### src/decode_pkg.sv
`default_nettype none

package decode_pkg;

        localparam int XLEN       = 32;
        localparam int REG_ADDR_W = 5;

        ////////////////////////////////////////////////////////////
        // Major opcodes

        typedef enum logic [6:0] {
                OPC_LUI    = 7'b0110111,
                OPC_AUIPC  = 7'b0010111,
                OPC_JAL    = 7'b1101111,
                OPC_JALR   = 7'b1100111,
                OPC_BRANCH = 7'b1100011,
                OPC_LOAD   = 7'b0000011,
                OPC_STORE  = 7'b0100011,
                OPC_OP_IMM = 7'b0010011,
                OPC_OP     = 7'b0110011
        } opcode_e;

        // funct3 per class
        localparam logic [2:0] F3_JALR = 3'b000;

        localparam logic [2:0] F3_BEQ  = 3'b000;
        localparam logic [2:0] F3_BNE  = 3'b001;
        localparam logic [2:0] F3_BLT  = 3'b100;
        localparam logic [2:0] F3_BGE  = 3'b101;
        localparam logic [2:0] F3_BLTU = 3'b110;
        localparam logic [2:0] F3_BGEU = 3'b111;

        localparam logic [2:0] F3_LB  = 3'b000;
        localparam logic [2:0] F3_LH  = 3'b001;
        localparam logic [2:0] F3_LW  = 3'b010;
        localparam logic [2:0] F3_LBU = 3'b100;
        localparam logic [2:0] F3_LHU = 3'b101;

        localparam logic [2:0] F3_SB = 3'b000;
        localparam logic [2:0] F3_SH = 3'b001;
        localparam logic [2:0] F3_SW = 3'b010;

        localparam logic [2:0] F3_ADD  = 3'b000; // Also SUB
        localparam logic [2:0] F3_SLL  = 3'b001;
        localparam logic [2:0] F3_SLT  = 3'b010;
        localparam logic [2:0] F3_SLTU = 3'b011;
        localparam logic [2:0] F3_XOR  = 3'b100;
        localparam logic [2:0] F3_SR   = 3'b101; // SRL or SRA
        localparam logic [2:0] F3_OR   = 3'b110;
        localparam logic [2:0] F3_AND  = 3'b111;

        localparam logic [6:0] F7_NORMAL = 7'b0000000;
        localparam logic [6:0] F7_ALT    = 7'b0100000; // SUB, SRA, SRAI

        ////////////////////////////////////////////////////////////
        // Control encodings

        typedef enum logic [3:0] {
                ALU_NOP, ALU_PASS, ALU_ADD, ALU_SUB,
                ALU_SLL, ALU_SLT, ALU_SLTU, ALU_XOR,
                ALU_SRL, ALU_SRA, ALU_OR, ALU_AND,
                ALU_EQ, ALU_NE, ALU_SGE, ALU_SGEU
        } alu_op_e;

        typedef enum logic [2:0] {
                SRC_NONE, SRC_RS1, SRC_RS2, SRC_IMM, SRC_PC
        } alu_src_e;

        typedef enum logic [2:0] {
                SIZE_UNDEF, BYTE_S, BYTE_U, HALF_S, HALF_U, WORD
        } data_size_e;

        typedef enum logic [2:0] {
                IMM_NONE, IMM_I, IMM_SHAMT, IMM_S, IMM_B, IMM_U, IMM_J
        } imm_fmt_e;

        typedef struct packed {
                alu_op_e    alu_op;
                alu_src_e   alu_src1;
                alu_src_e   alu_src2;
                logic       mem_re;
                logic       mem_we;
                data_size_e mem_size;
                logic       branch;
                logic       jump;
        } ctrl_t;

        // All zero is a bubble
        typedef struct packed {
                logic [REG_ADDR_W-1:0] rd;
                ctrl_t                 ctrl;
                logic [XLEN-1:0]       imm;
        } decoded_t;

endpackage

`default_nettype wire

### src/ctrl_decoder.sv
`timescale 1ns/1ns
`default_nettype none

module ctrl_decoder (
        input  logic [decode_pkg::XLEN-1:0]       instr_i,
        output logic [decode_pkg::REG_ADDR_W-1:0] rs1_o,
        output logic [decode_pkg::REG_ADDR_W-1:0] rs2_o,
        output logic [decode_pkg::REG_ADDR_W-1:0] rd_o,
        output decode_pkg::ctrl_t                 ctrl_o,
        output decode_pkg::imm_fmt_e              imm_fmt_o
);
        import decode_pkg::*;

        opcode_e    opcode;
        logic [2:0] funct3;
        logic [6:0] funct7;

        ctrl_t      ctrl;
        imm_fmt_e   imm_fmt;
        logic       use_rs1;
        logic       use_rs2;
        logic       use_rd;
        logic       legal;

        assign opcode = opcode_e'(instr_i[6:0]);
        assign funct3 = instr_i[14:12];
        assign funct7 = instr_i[31:25];

        always_comb begin
                ctrl    = '0;
                imm_fmt = IMM_NONE;
                use_rs1 = 1'b0;
                use_rs2 = 1'b0;
                use_rd  = 1'b0;
                legal   = 1'b1;

                case (opcode)
                OPC_LUI: begin
                        ctrl.alu_op   = ALU_PASS;
                        ctrl.alu_src1 = SRC_IMM;
                        imm_fmt       = IMM_U;
                        use_rd        = 1'b1;
                end
                OPC_AUIPC: begin
                        ctrl.alu_op   = ALU_ADD;
                        ctrl.alu_src1 = SRC_IMM;
                        ctrl.alu_src2 = SRC_PC;
                        imm_fmt       = IMM_U;
                        use_rd        = 1'b1;
                end
                OPC_JAL: begin
                        ctrl.alu_op = ALU_PASS;
                        ctrl.branch = 1'b1; // Target known at decode
                        ctrl.jump   = 1'b1;
                        imm_fmt     = IMM_J;
                        use_rd      = 1'b1;
                end
                OPC_JALR: begin
                        ctrl.alu_op   = ALU_PASS;
                        ctrl.alu_src1 = SRC_PC;
                        ctrl.jump     = 1'b1;
                        imm_fmt       = IMM_I;
                        use_rs1       = 1'b1;
                        use_rd        = 1'b1;
                        legal         = (funct3 == F3_JALR);
                end
                OPC_BRANCH: begin
                        ctrl.alu_src1 = SRC_RS1;
                        ctrl.alu_src2 = SRC_RS2;
                        ctrl.branch   = 1'b1;
                        imm_fmt       = IMM_B;
                        use_rs1       = 1'b1;
                        use_rs2       = 1'b1;
                        case (funct3)
                        F3_BEQ:  ctrl.alu_op = ALU_EQ;
                        F3_BNE:  ctrl.alu_op = ALU_NE;
                        F3_BLT:  ctrl.alu_op = ALU_SLT;
                        F3_BGE:  ctrl.alu_op = ALU_SGE;
                        F3_BLTU: ctrl.alu_op = ALU_SLTU;
                        F3_BGEU: ctrl.alu_op = ALU_SGEU;
                        default: legal = 1'b0;
                        endcase
                end
                OPC_LOAD: begin
                        ctrl.alu_op   = ALU_ADD; // Address = rs1 + imm
                        ctrl.alu_src1 = SRC_RS1;
                        ctrl.alu_src2 = SRC_IMM;
                        ctrl.mem_re   = 1'b1;
                        imm_fmt       = IMM_I;
                        use_rs1       = 1'b1;
                        use_rd        = 1'b1;
                        case (funct3)
                        F3_LB:   ctrl.mem_size = BYTE_S;
                        F3_LBU:  ctrl.mem_size = BYTE_U;
                        F3_LH:   ctrl.mem_size = HALF_S;
                        F3_LHU:  ctrl.mem_size = HALF_U;
                        F3_LW:   ctrl.mem_size = WORD;
                        default: legal = 1'b0;
                        endcase
                end
                OPC_STORE: begin
                        ctrl.alu_op   = ALU_ADD;
                        ctrl.alu_src1 = SRC_RS1;
                        ctrl.alu_src2 = SRC_IMM;
                        ctrl.mem_we   = 1'b1;
                        imm_fmt       = IMM_S;
                        use_rs1       = 1'b1;
                        use_rs2       = 1'b1; // Store data
                        case (funct3)
                        F3_SB:   ctrl.mem_size = BYTE_U;
                        F3_SH:   ctrl.mem_size = HALF_U;
                        F3_SW:   ctrl.mem_size = WORD;
                        default: legal = 1'b0;
                        endcase
                end
                OPC_OP_IMM: begin
                        ctrl.alu_src1 = SRC_RS1;
                        ctrl.alu_src2 = SRC_IMM;
                        imm_fmt       = IMM_I;
                        use_rs1       = 1'b1;
                        use_rd        = 1'b1;
                        case (funct3)
                        F3_ADD:  ctrl.alu_op = ALU_ADD;
                        F3_SLT:  ctrl.alu_op = ALU_SLT;
                        F3_SLTU: ctrl.alu_op = ALU_SLTU;
                        F3_XOR:  ctrl.alu_op = ALU_XOR;
                        F3_OR:   ctrl.alu_op = ALU_OR;
                        F3_AND:  ctrl.alu_op = ALU_AND;
                        F3_SLL: begin
                                ctrl.alu_op = ALU_SLL;
                                imm_fmt     = IMM_SHAMT;
                                legal       = (funct7 == F7_NORMAL);
                        end
                        F3_SR: begin
                                imm_fmt = IMM_SHAMT;
                                if (funct7 == F7_ALT) begin
                                        ctrl.alu_op = ALU_SRA;
                                end else begin
                                        ctrl.alu_op = ALU_SRL;
                                        legal       = (funct7 == F7_NORMAL);
                                end
                        end
                        endcase
                end
                OPC_OP: begin
                        ctrl.alu_src1 = SRC_RS1;
                        ctrl.alu_src2 = SRC_RS2;
                        use_rs1       = 1'b1;
                        use_rs2       = 1'b1;
                        use_rd        = 1'b1;
                        case (funct3)
                        F3_ADD:  ctrl.alu_op = (funct7 == F7_ALT) ? ALU_SUB : ALU_ADD;
                        F3_SR:   ctrl.alu_op = (funct7 == F7_ALT) ? ALU_SRA : ALU_SRL;
                        F3_SLL:  ctrl.alu_op = ALU_SLL;
                        F3_SLT:  ctrl.alu_op = ALU_SLT;
                        F3_SLTU: ctrl.alu_op = ALU_SLTU;
                        F3_XOR:  ctrl.alu_op = ALU_XOR;
                        F3_OR:   ctrl.alu_op = ALU_OR;
                        F3_AND:  ctrl.alu_op = ALU_AND;
                        endcase
                        // Alternate funct7 only exists for SUB and SRA
                        legal = (funct7 == F7_NORMAL) ||
                                (funct7 == F7_ALT && (funct3 == F3_ADD || funct3 == F3_SR));
                end
                default: legal = 1'b0;
                endcase

                if (!legal) begin
                        ctrl    = '0;
                        imm_fmt = IMM_NONE;
                        use_rs1 = 1'b0;
                        use_rs2 = 1'b0;
                        use_rd  = 1'b0;
                end
        end

        assign rs1_o     = use_rs1 ? instr_i[19:15] : '0;
        assign rs2_o     = use_rs2 ? instr_i[24:20] : '0;
        assign rd_o      = use_rd  ? instr_i[11:7]  : '0;
        assign ctrl_o    = ctrl;
        assign imm_fmt_o = imm_fmt;

endmodule

`default_nettype wire

### src/decode_stage.sv
`timescale 1ns/1ns
`default_nettype none

module decode_stage (
        input  logic                              clk,
        input  logic                              rst_n,
        input  logic [decode_pkg::XLEN-1:0]       instr_i,
        input  logic                              stall_i,
        output logic [decode_pkg::REG_ADDR_W-1:0] sel_rs1_o,
        output logic [decode_pkg::REG_ADDR_W-1:0] sel_rs2_o,
        output decode_pkg::decoded_t              decoded_o
);
        import decode_pkg::*;

        logic [REG_ADDR_W-1:0] rd;
        ctrl_t                 ctrl;
        imm_fmt_e              imm_fmt;
        logic [XLEN-1:0]       imm;
        decoded_t              decoded_d;

        ctrl_decoder u_ctrl_decoder (
                .instr_i   (instr_i),
                .rs1_o     (sel_rs1_o), // Register file read happens this cycle
                .rs2_o     (sel_rs2_o),
                .rd_o      (rd),
                .ctrl_o    (ctrl),
                .imm_fmt_o (imm_fmt)
        );

        imm_gen u_imm_gen (
                .instr_i   (instr_i),
                .imm_fmt_i (imm_fmt),
                .imm_o     (imm)
        );

        assign decoded_d.rd   = rd;
        assign decoded_d.ctrl = ctrl;
        assign decoded_d.imm  = imm;

        ////////////////////////////////////////////////////////////
        // ID/EX register

        always_ff @(posedge clk or negedge rst_n) begin
                if (!rst_n) begin
                        decoded_o <= '0; // Bubble
                end else if (!stall_i) begin
                        decoded_o <= decoded_d;
                end
        end

endmodule

`default_nettype wire

### src/imm_gen.sv
`timescale 1ns/1ns
`default_nettype none

module imm_gen (
        input  logic [decode_pkg::XLEN-1:0] instr_i,
        input  decode_pkg::imm_fmt_e        imm_fmt_i,
        output logic [decode_pkg::XLEN-1:0] imm_o
);
        import decode_pkg::*;

        logic sign;

        assign sign = instr_i[31]; // Sign bit is always bit 31

        always_comb begin
                case (imm_fmt_i)
                IMM_I: imm_o = {{(XLEN-12){sign}}, instr_i[31:20]};
                IMM_SHAMT: imm_o = {{(XLEN-5){1'b0}}, instr_i[24:20]};
                IMM_S: imm_o = {{(XLEN-12){sign}}, instr_i[31:25], instr_i[11:7]};
                IMM_B: begin
                        imm_o = {{(XLEN-12){sign}}, instr_i[7], instr_i[30:25],
                                 instr_i[11:8], 1'b0};
                end
                IMM_U: imm_o = {instr_i[31:12], 12'd0};
                IMM_J: begin
                        imm_o = {{(XLEN-20){sign}}, instr_i[19:12], instr_i[20],
                                 instr_i[30:21], 1'b0};
                end
                default: imm_o = '0; // IMM_NONE
                endcase
        end

endmodule

`default_nettype wire

### config.mk
export PLATFORM = sky130hd
export DESIGN_NAME = decode_stage
export DESIGN_NICKNAME = d
export VERILOG_FILES = /design/src/decode_pkg.sv /design/src/ctrl_decoder.sv /design/src/decode_stage.sv /design/src/imm_gen.sv
export SDC_FILE = /design/constraint.sdc
export NUM_CORES = 1
export LEC_CHECK = 0
export BUFFER_PORTS_ARGS = -buffer_cell sky130_fd_sc_hd__buf_4
export CAP_MARGIN = 20
export CORE_ASPECT_RATIO = 1.5
export CORE_MARGIN = 10
export CORE_UTILIZATION = 53
export DETAILED_ROUTE_END_ITERATION = 7
export GPL_TIMING_DRIVEN = 0
export PLACE_DENSITY = 0.82
export RECOVER_POWER = 25
export SETUP_SLACK_MARGIN = 0.3
export SYNTH_ARGS = -nofsm -noshare
export SYNTH_HDL_FRONTEND = slang
export SYNTH_SLANG_ARGS = --single-unit
export TNS_END_PERCENT = 50
### constraint.sdc
create_clock -name clk -period 2.6 [get_ports clk]
set_input_delay 0.13 -clock clk [delete_from_list [all_inputs] [get_ports clk]]
set_output_delay 0.13 -clock clk [all_outputs]
set_load 0.005 [all_outputs]
==> out/results.md <==
| Quantity | This run |
|---|---|
| CTS tree | yes |
| Clock latency of the later-clocked register in the worst-skew pair | 0.30 ns |
| Final total negative setup slack | 0 ns |
| Beginning of the critical path | instr_i[3] |
| Die H | 115 um |
| Antenna violations before repair | 0 |
| EDFF count, synth | 0 |
| Rows | 34 |
| Count of nets left with antenna violations after detail routing | 0 |
| Delay-heaviest family, CP | simple AND/OR/NAND/NOR gates |
| Cell-by-cell trace of the critical path | buf_4, nand4bb_1, buf_6, or2_1, o211ai_2, nor3_2, buf_2, nor3_4, and2_1, buf_4 |
| Minimum setup slack among reg-to-reg paths | 1.56 ns |
| Global-route wire length before repair | 16.8 mm |
| Reg2Reg Depth | 2 |
| Post-synth ARST share | 1.00 |
| Clock slew seen by the registers of the worst setup and hold paths | 0.10 ns |
| Initial Utilization | 0.545 |
| Worst hold-check path type | input port to register |
| Initial DRC count | 231 |
| Period utilisation layout | 0.846 |
| Worst vdd ir | 0.415 mV |
| Chip Width | 83.2 um |
| Run status | finished clean |
| Cell area after synthesis | 0.00317 sq mm |
| Maximum number of pins on one net before global-route repair | 55 |
| Via density per instance | 6.15 |
| Final critical-path required period | 2.20 ns |
| Worst Path Buf+Inv | 4 |
| Number of iterations in the first detailed-routing pass | 5 |
| Routability congestion estimate from global placement | 0.935 |
| Final hold viol count | 0 |
| WP data arrival | 2.07 ns |
| Area of the die | 0.00955 sq mm |
| Worst R2R End | decoded_o[1]$_DFFE_PN0N_ |
| Library cell contributing the largest single delay on the critical path | or2_1 |
| Overall global routing resource usage | 0.212 |
| Max capacitance violation total | 0 |
| Commonest cells after routing, fill and taps aside | buf_4 (96), dfrtp_1 (54), nand2_1 (51) |
| Layout filler cell count | 466 |
| Worst flop-to-flop path startpoint | decoded_o[1]$_DFFE_PN0N_ |
| Buffers added on ports | 95 |
| Flip-flop and latch count after synthesis | 54 |
| Per-instance average area after synthesis | 9.28 sq um |
| Synth Net Count | 377 |
| Number of instances in the synthesized netlist | 342 |
| Total clock sinks | 54 |
| Most common library cell in the layout ignoring fill and taps | buf_4 |
| Nature of the critical path startpoint | input port |
| Measured slew at the worst slew-check pin | 1.36 ns |
| RSZ-0062 raised after global routing | false |
| Fraction of final layout cells sized beyond drive strength 1 | 0.306 |
| Placeable core area | 0.00583 sq mm |
| Most instantiated flip-flop cell in the synthesis netlist | dfrtp_1 |
| Endpoint of the worst setup timing path | sel_rs2_o[0] |
| Final wirelength | 10.6 mm |
| Crit. End Element | output port |
| Worst Path Max Fanout | 10 |
| Max-slew violation count | 0 |
| Maximum buffer depth of the clock tree | 2 |
| Final number of setup-violating endpoints | 0 |
| Post-synth cell types | 64 |
| Total number of nets in the final design | 481 |
| Stage delay of the slowest cell on the critical path | 0.29 ns |
| Flip-flop count of the largest register after layout | 54 |
| Synthesis-to-layout area growth | 29.6% |
| Largest registers in the final layout | decoded_o: 54 flops |
| Hold Slack | 0.0455 ns |
| Via total after detailed routing | 3192 |
| Clock tree root driver cell | clkbuf_8 |
| H-tree depth | 2 |
| Critical Path Most Common Cell | buf_4 |
| Fraction of the yosys area taken by sequential cells | 0.426 |
| Reg with most FFs | decoded_o |
| Remaining Overflow, GRT | 0 |
| Crit path required time | 2.47 ns |
| DRC violation count after routing | 0 |
| Worst max-slew margin expressed relative to the limit | 0.0918 |
| Num ports | 99 |
| Clock Skew | 0 ns |
| Power per standard cell area | 386 mW/mm^2 |
| Mean routed wirelength per cell | 20.5 um |
| TritonCTS Buffers | 5 |
| Vias in the first global route | 3202 |
| Max Clk Rate | 0.455 GHz |
| Post-DP HPWL | 8.23 mm |
| Antenna fix cells | 0 |
| Warnings from Yosys | 0 |
| Kind of critical path | input port to output port |
| Stages on the worst setup path | 10 |
| Leak Pwr | 1.85 nW |
worst reg2reg max path: cells and delay by family, from the launching register on:
kind | cells | cell delay, ns
AO/OA/AOI/OAI | 2 | 0.50
flip-flops | 1 | 0.42
per-stage QoR:
stage               utilization  power, mW  std cells  setup WS [ns]  cell area (sq um)
CTS                       0.703       1.59        518          0.333               4100
detailed placement        0.682       1.07        509          0.233               3980
global placement          0.682       1.06        509          0.227               3980
finish                    0.706       1.59        519          0.401               4110
floorplan                     -      0.959        342          0.752               3170
global route              0.706       1.64        519          0.305               4110
what timing repair did:
| item | in CTS | in global routing |
|---|---|---|
| hold buffers | 1 | 0 |
| pin swaps | 0 | 2 |
| endpoints found under the setup margin | 5 | 5 |
| hold endpoints to repair | 54 | 0 |
| gates resized for setup | 1 | 1 |
| gates cloned | 0 | 0 |
| setup buffers | 0 | 1 |
routing by layer:
layer | share of wire | wire, um | global-route usage
met1 | 0.37 | 3980 | 0.228
met2 | 0.54 | 5700 | 0.397
met3 | 0.058 | 620 | 0.0446
met4 | 0.030 | 318 | 0.0809
met5 | 0 | 0 | 0
power breakdown:
part | leakage (nW) | internal, mW | switching, mW | total (mW)
logic | 1.04 | 0.0758 | 0.137 | 0.213
clock network | 0.0544 | 0.245 | 0.286 | 0.531
registers | 0.754 | 0.841 | 0.00105 | 0.842
total | 1.85 | 1.16 | 0.424 | 1.59
how the worst min path moves through the flow:
stage / cells after the start / slack [ns] / to / startpoint
floorplan: 0 / -0.17 / decoded_o[0]$_DFFE_PN0N_ / rst_n
global placement: 1 / 0.21 / decoded_o[15]$_DFFE_PN0N_ / rst_n
detailed placement: 1 / 0.22 / decoded_o[15]$_DFFE_PN0N_ / rst_n
CTS: 2 / 0.04 / decoded_o[52]$_DFFE_PN0N_ / instr_i[10]
global route: 2 / 0.04 / decoded_o[51]$_DFFE_PN0N_ / instr_i[9]
finish: 2 / 0.05 / decoded_o[52]$_DFFE_PN0N_ / instr_i[10]
final cells by class:
type                    instances  area, sq um  share of cell area
well taps                      72         90.1              0.0219
clock buffers                   7         96.3              0.0234
plain buffers                  27          134              0.0326
inverters                       3         11.3             0.00274
multi-input cells             258         1690               0.412
flip-flops and latches         54         1350               0.329
repair buffers                 97          728               0.177
clock inverters                 1         8.76             0.00213
cell families (layout without fill, tap and decap cells):
logic type | Yosys count | count (layout) | share of synthesized area
and+or+nand+nor | 136 | 136 | 0.232
AOI/OAI and AO/OA | 116 | 116 | 0.279
xor gates and xnor gates | 4 | 4 | 0.0110
buffers and inverters | 30 | 135 | 0.0457
muxes | 2 | 2 | 0.00670
DFF | 54 | 54 | 0.426
cells in the mapped netlist (3+ instances only):
library cell / count / area (sq um)
o21ai_1: 6 / 30.0
nand2b_1: 5 / 31.3
o31ai_1: 9 / 67.6
nor2b_1: 8 / 50.1
nor3_1: 11 / 55.1
a211oi_1: 7 / 52.6
a21oi_1: 5 / 25.0
a22o_1: 5 / 43.8
nor3_2: 3 / 30.0
o21ai_0: 19 / 95.1
buf_2: 11 / 55.1
inv_1: 3 / 11.3
xor2_1: 3 / 26.3
clkbuf_1: 13 / 48.8
nand3_1: 7 / 35.0
and2_1: 9 / 56.3
a222oi_1: 4 / 40.0
dfrtp_1: 54 / 1350
a21boi_0: 14 / 105
o41ai_1: 3 / 26.3
a32o_1: 7 / 70.1
a22oi_1: 19 / 143
nor4_1: 3 / 18.8
nand2_1: 51 / 191
nor2_1: 15 / 56.3
Power figures use the tool's default switching activity.
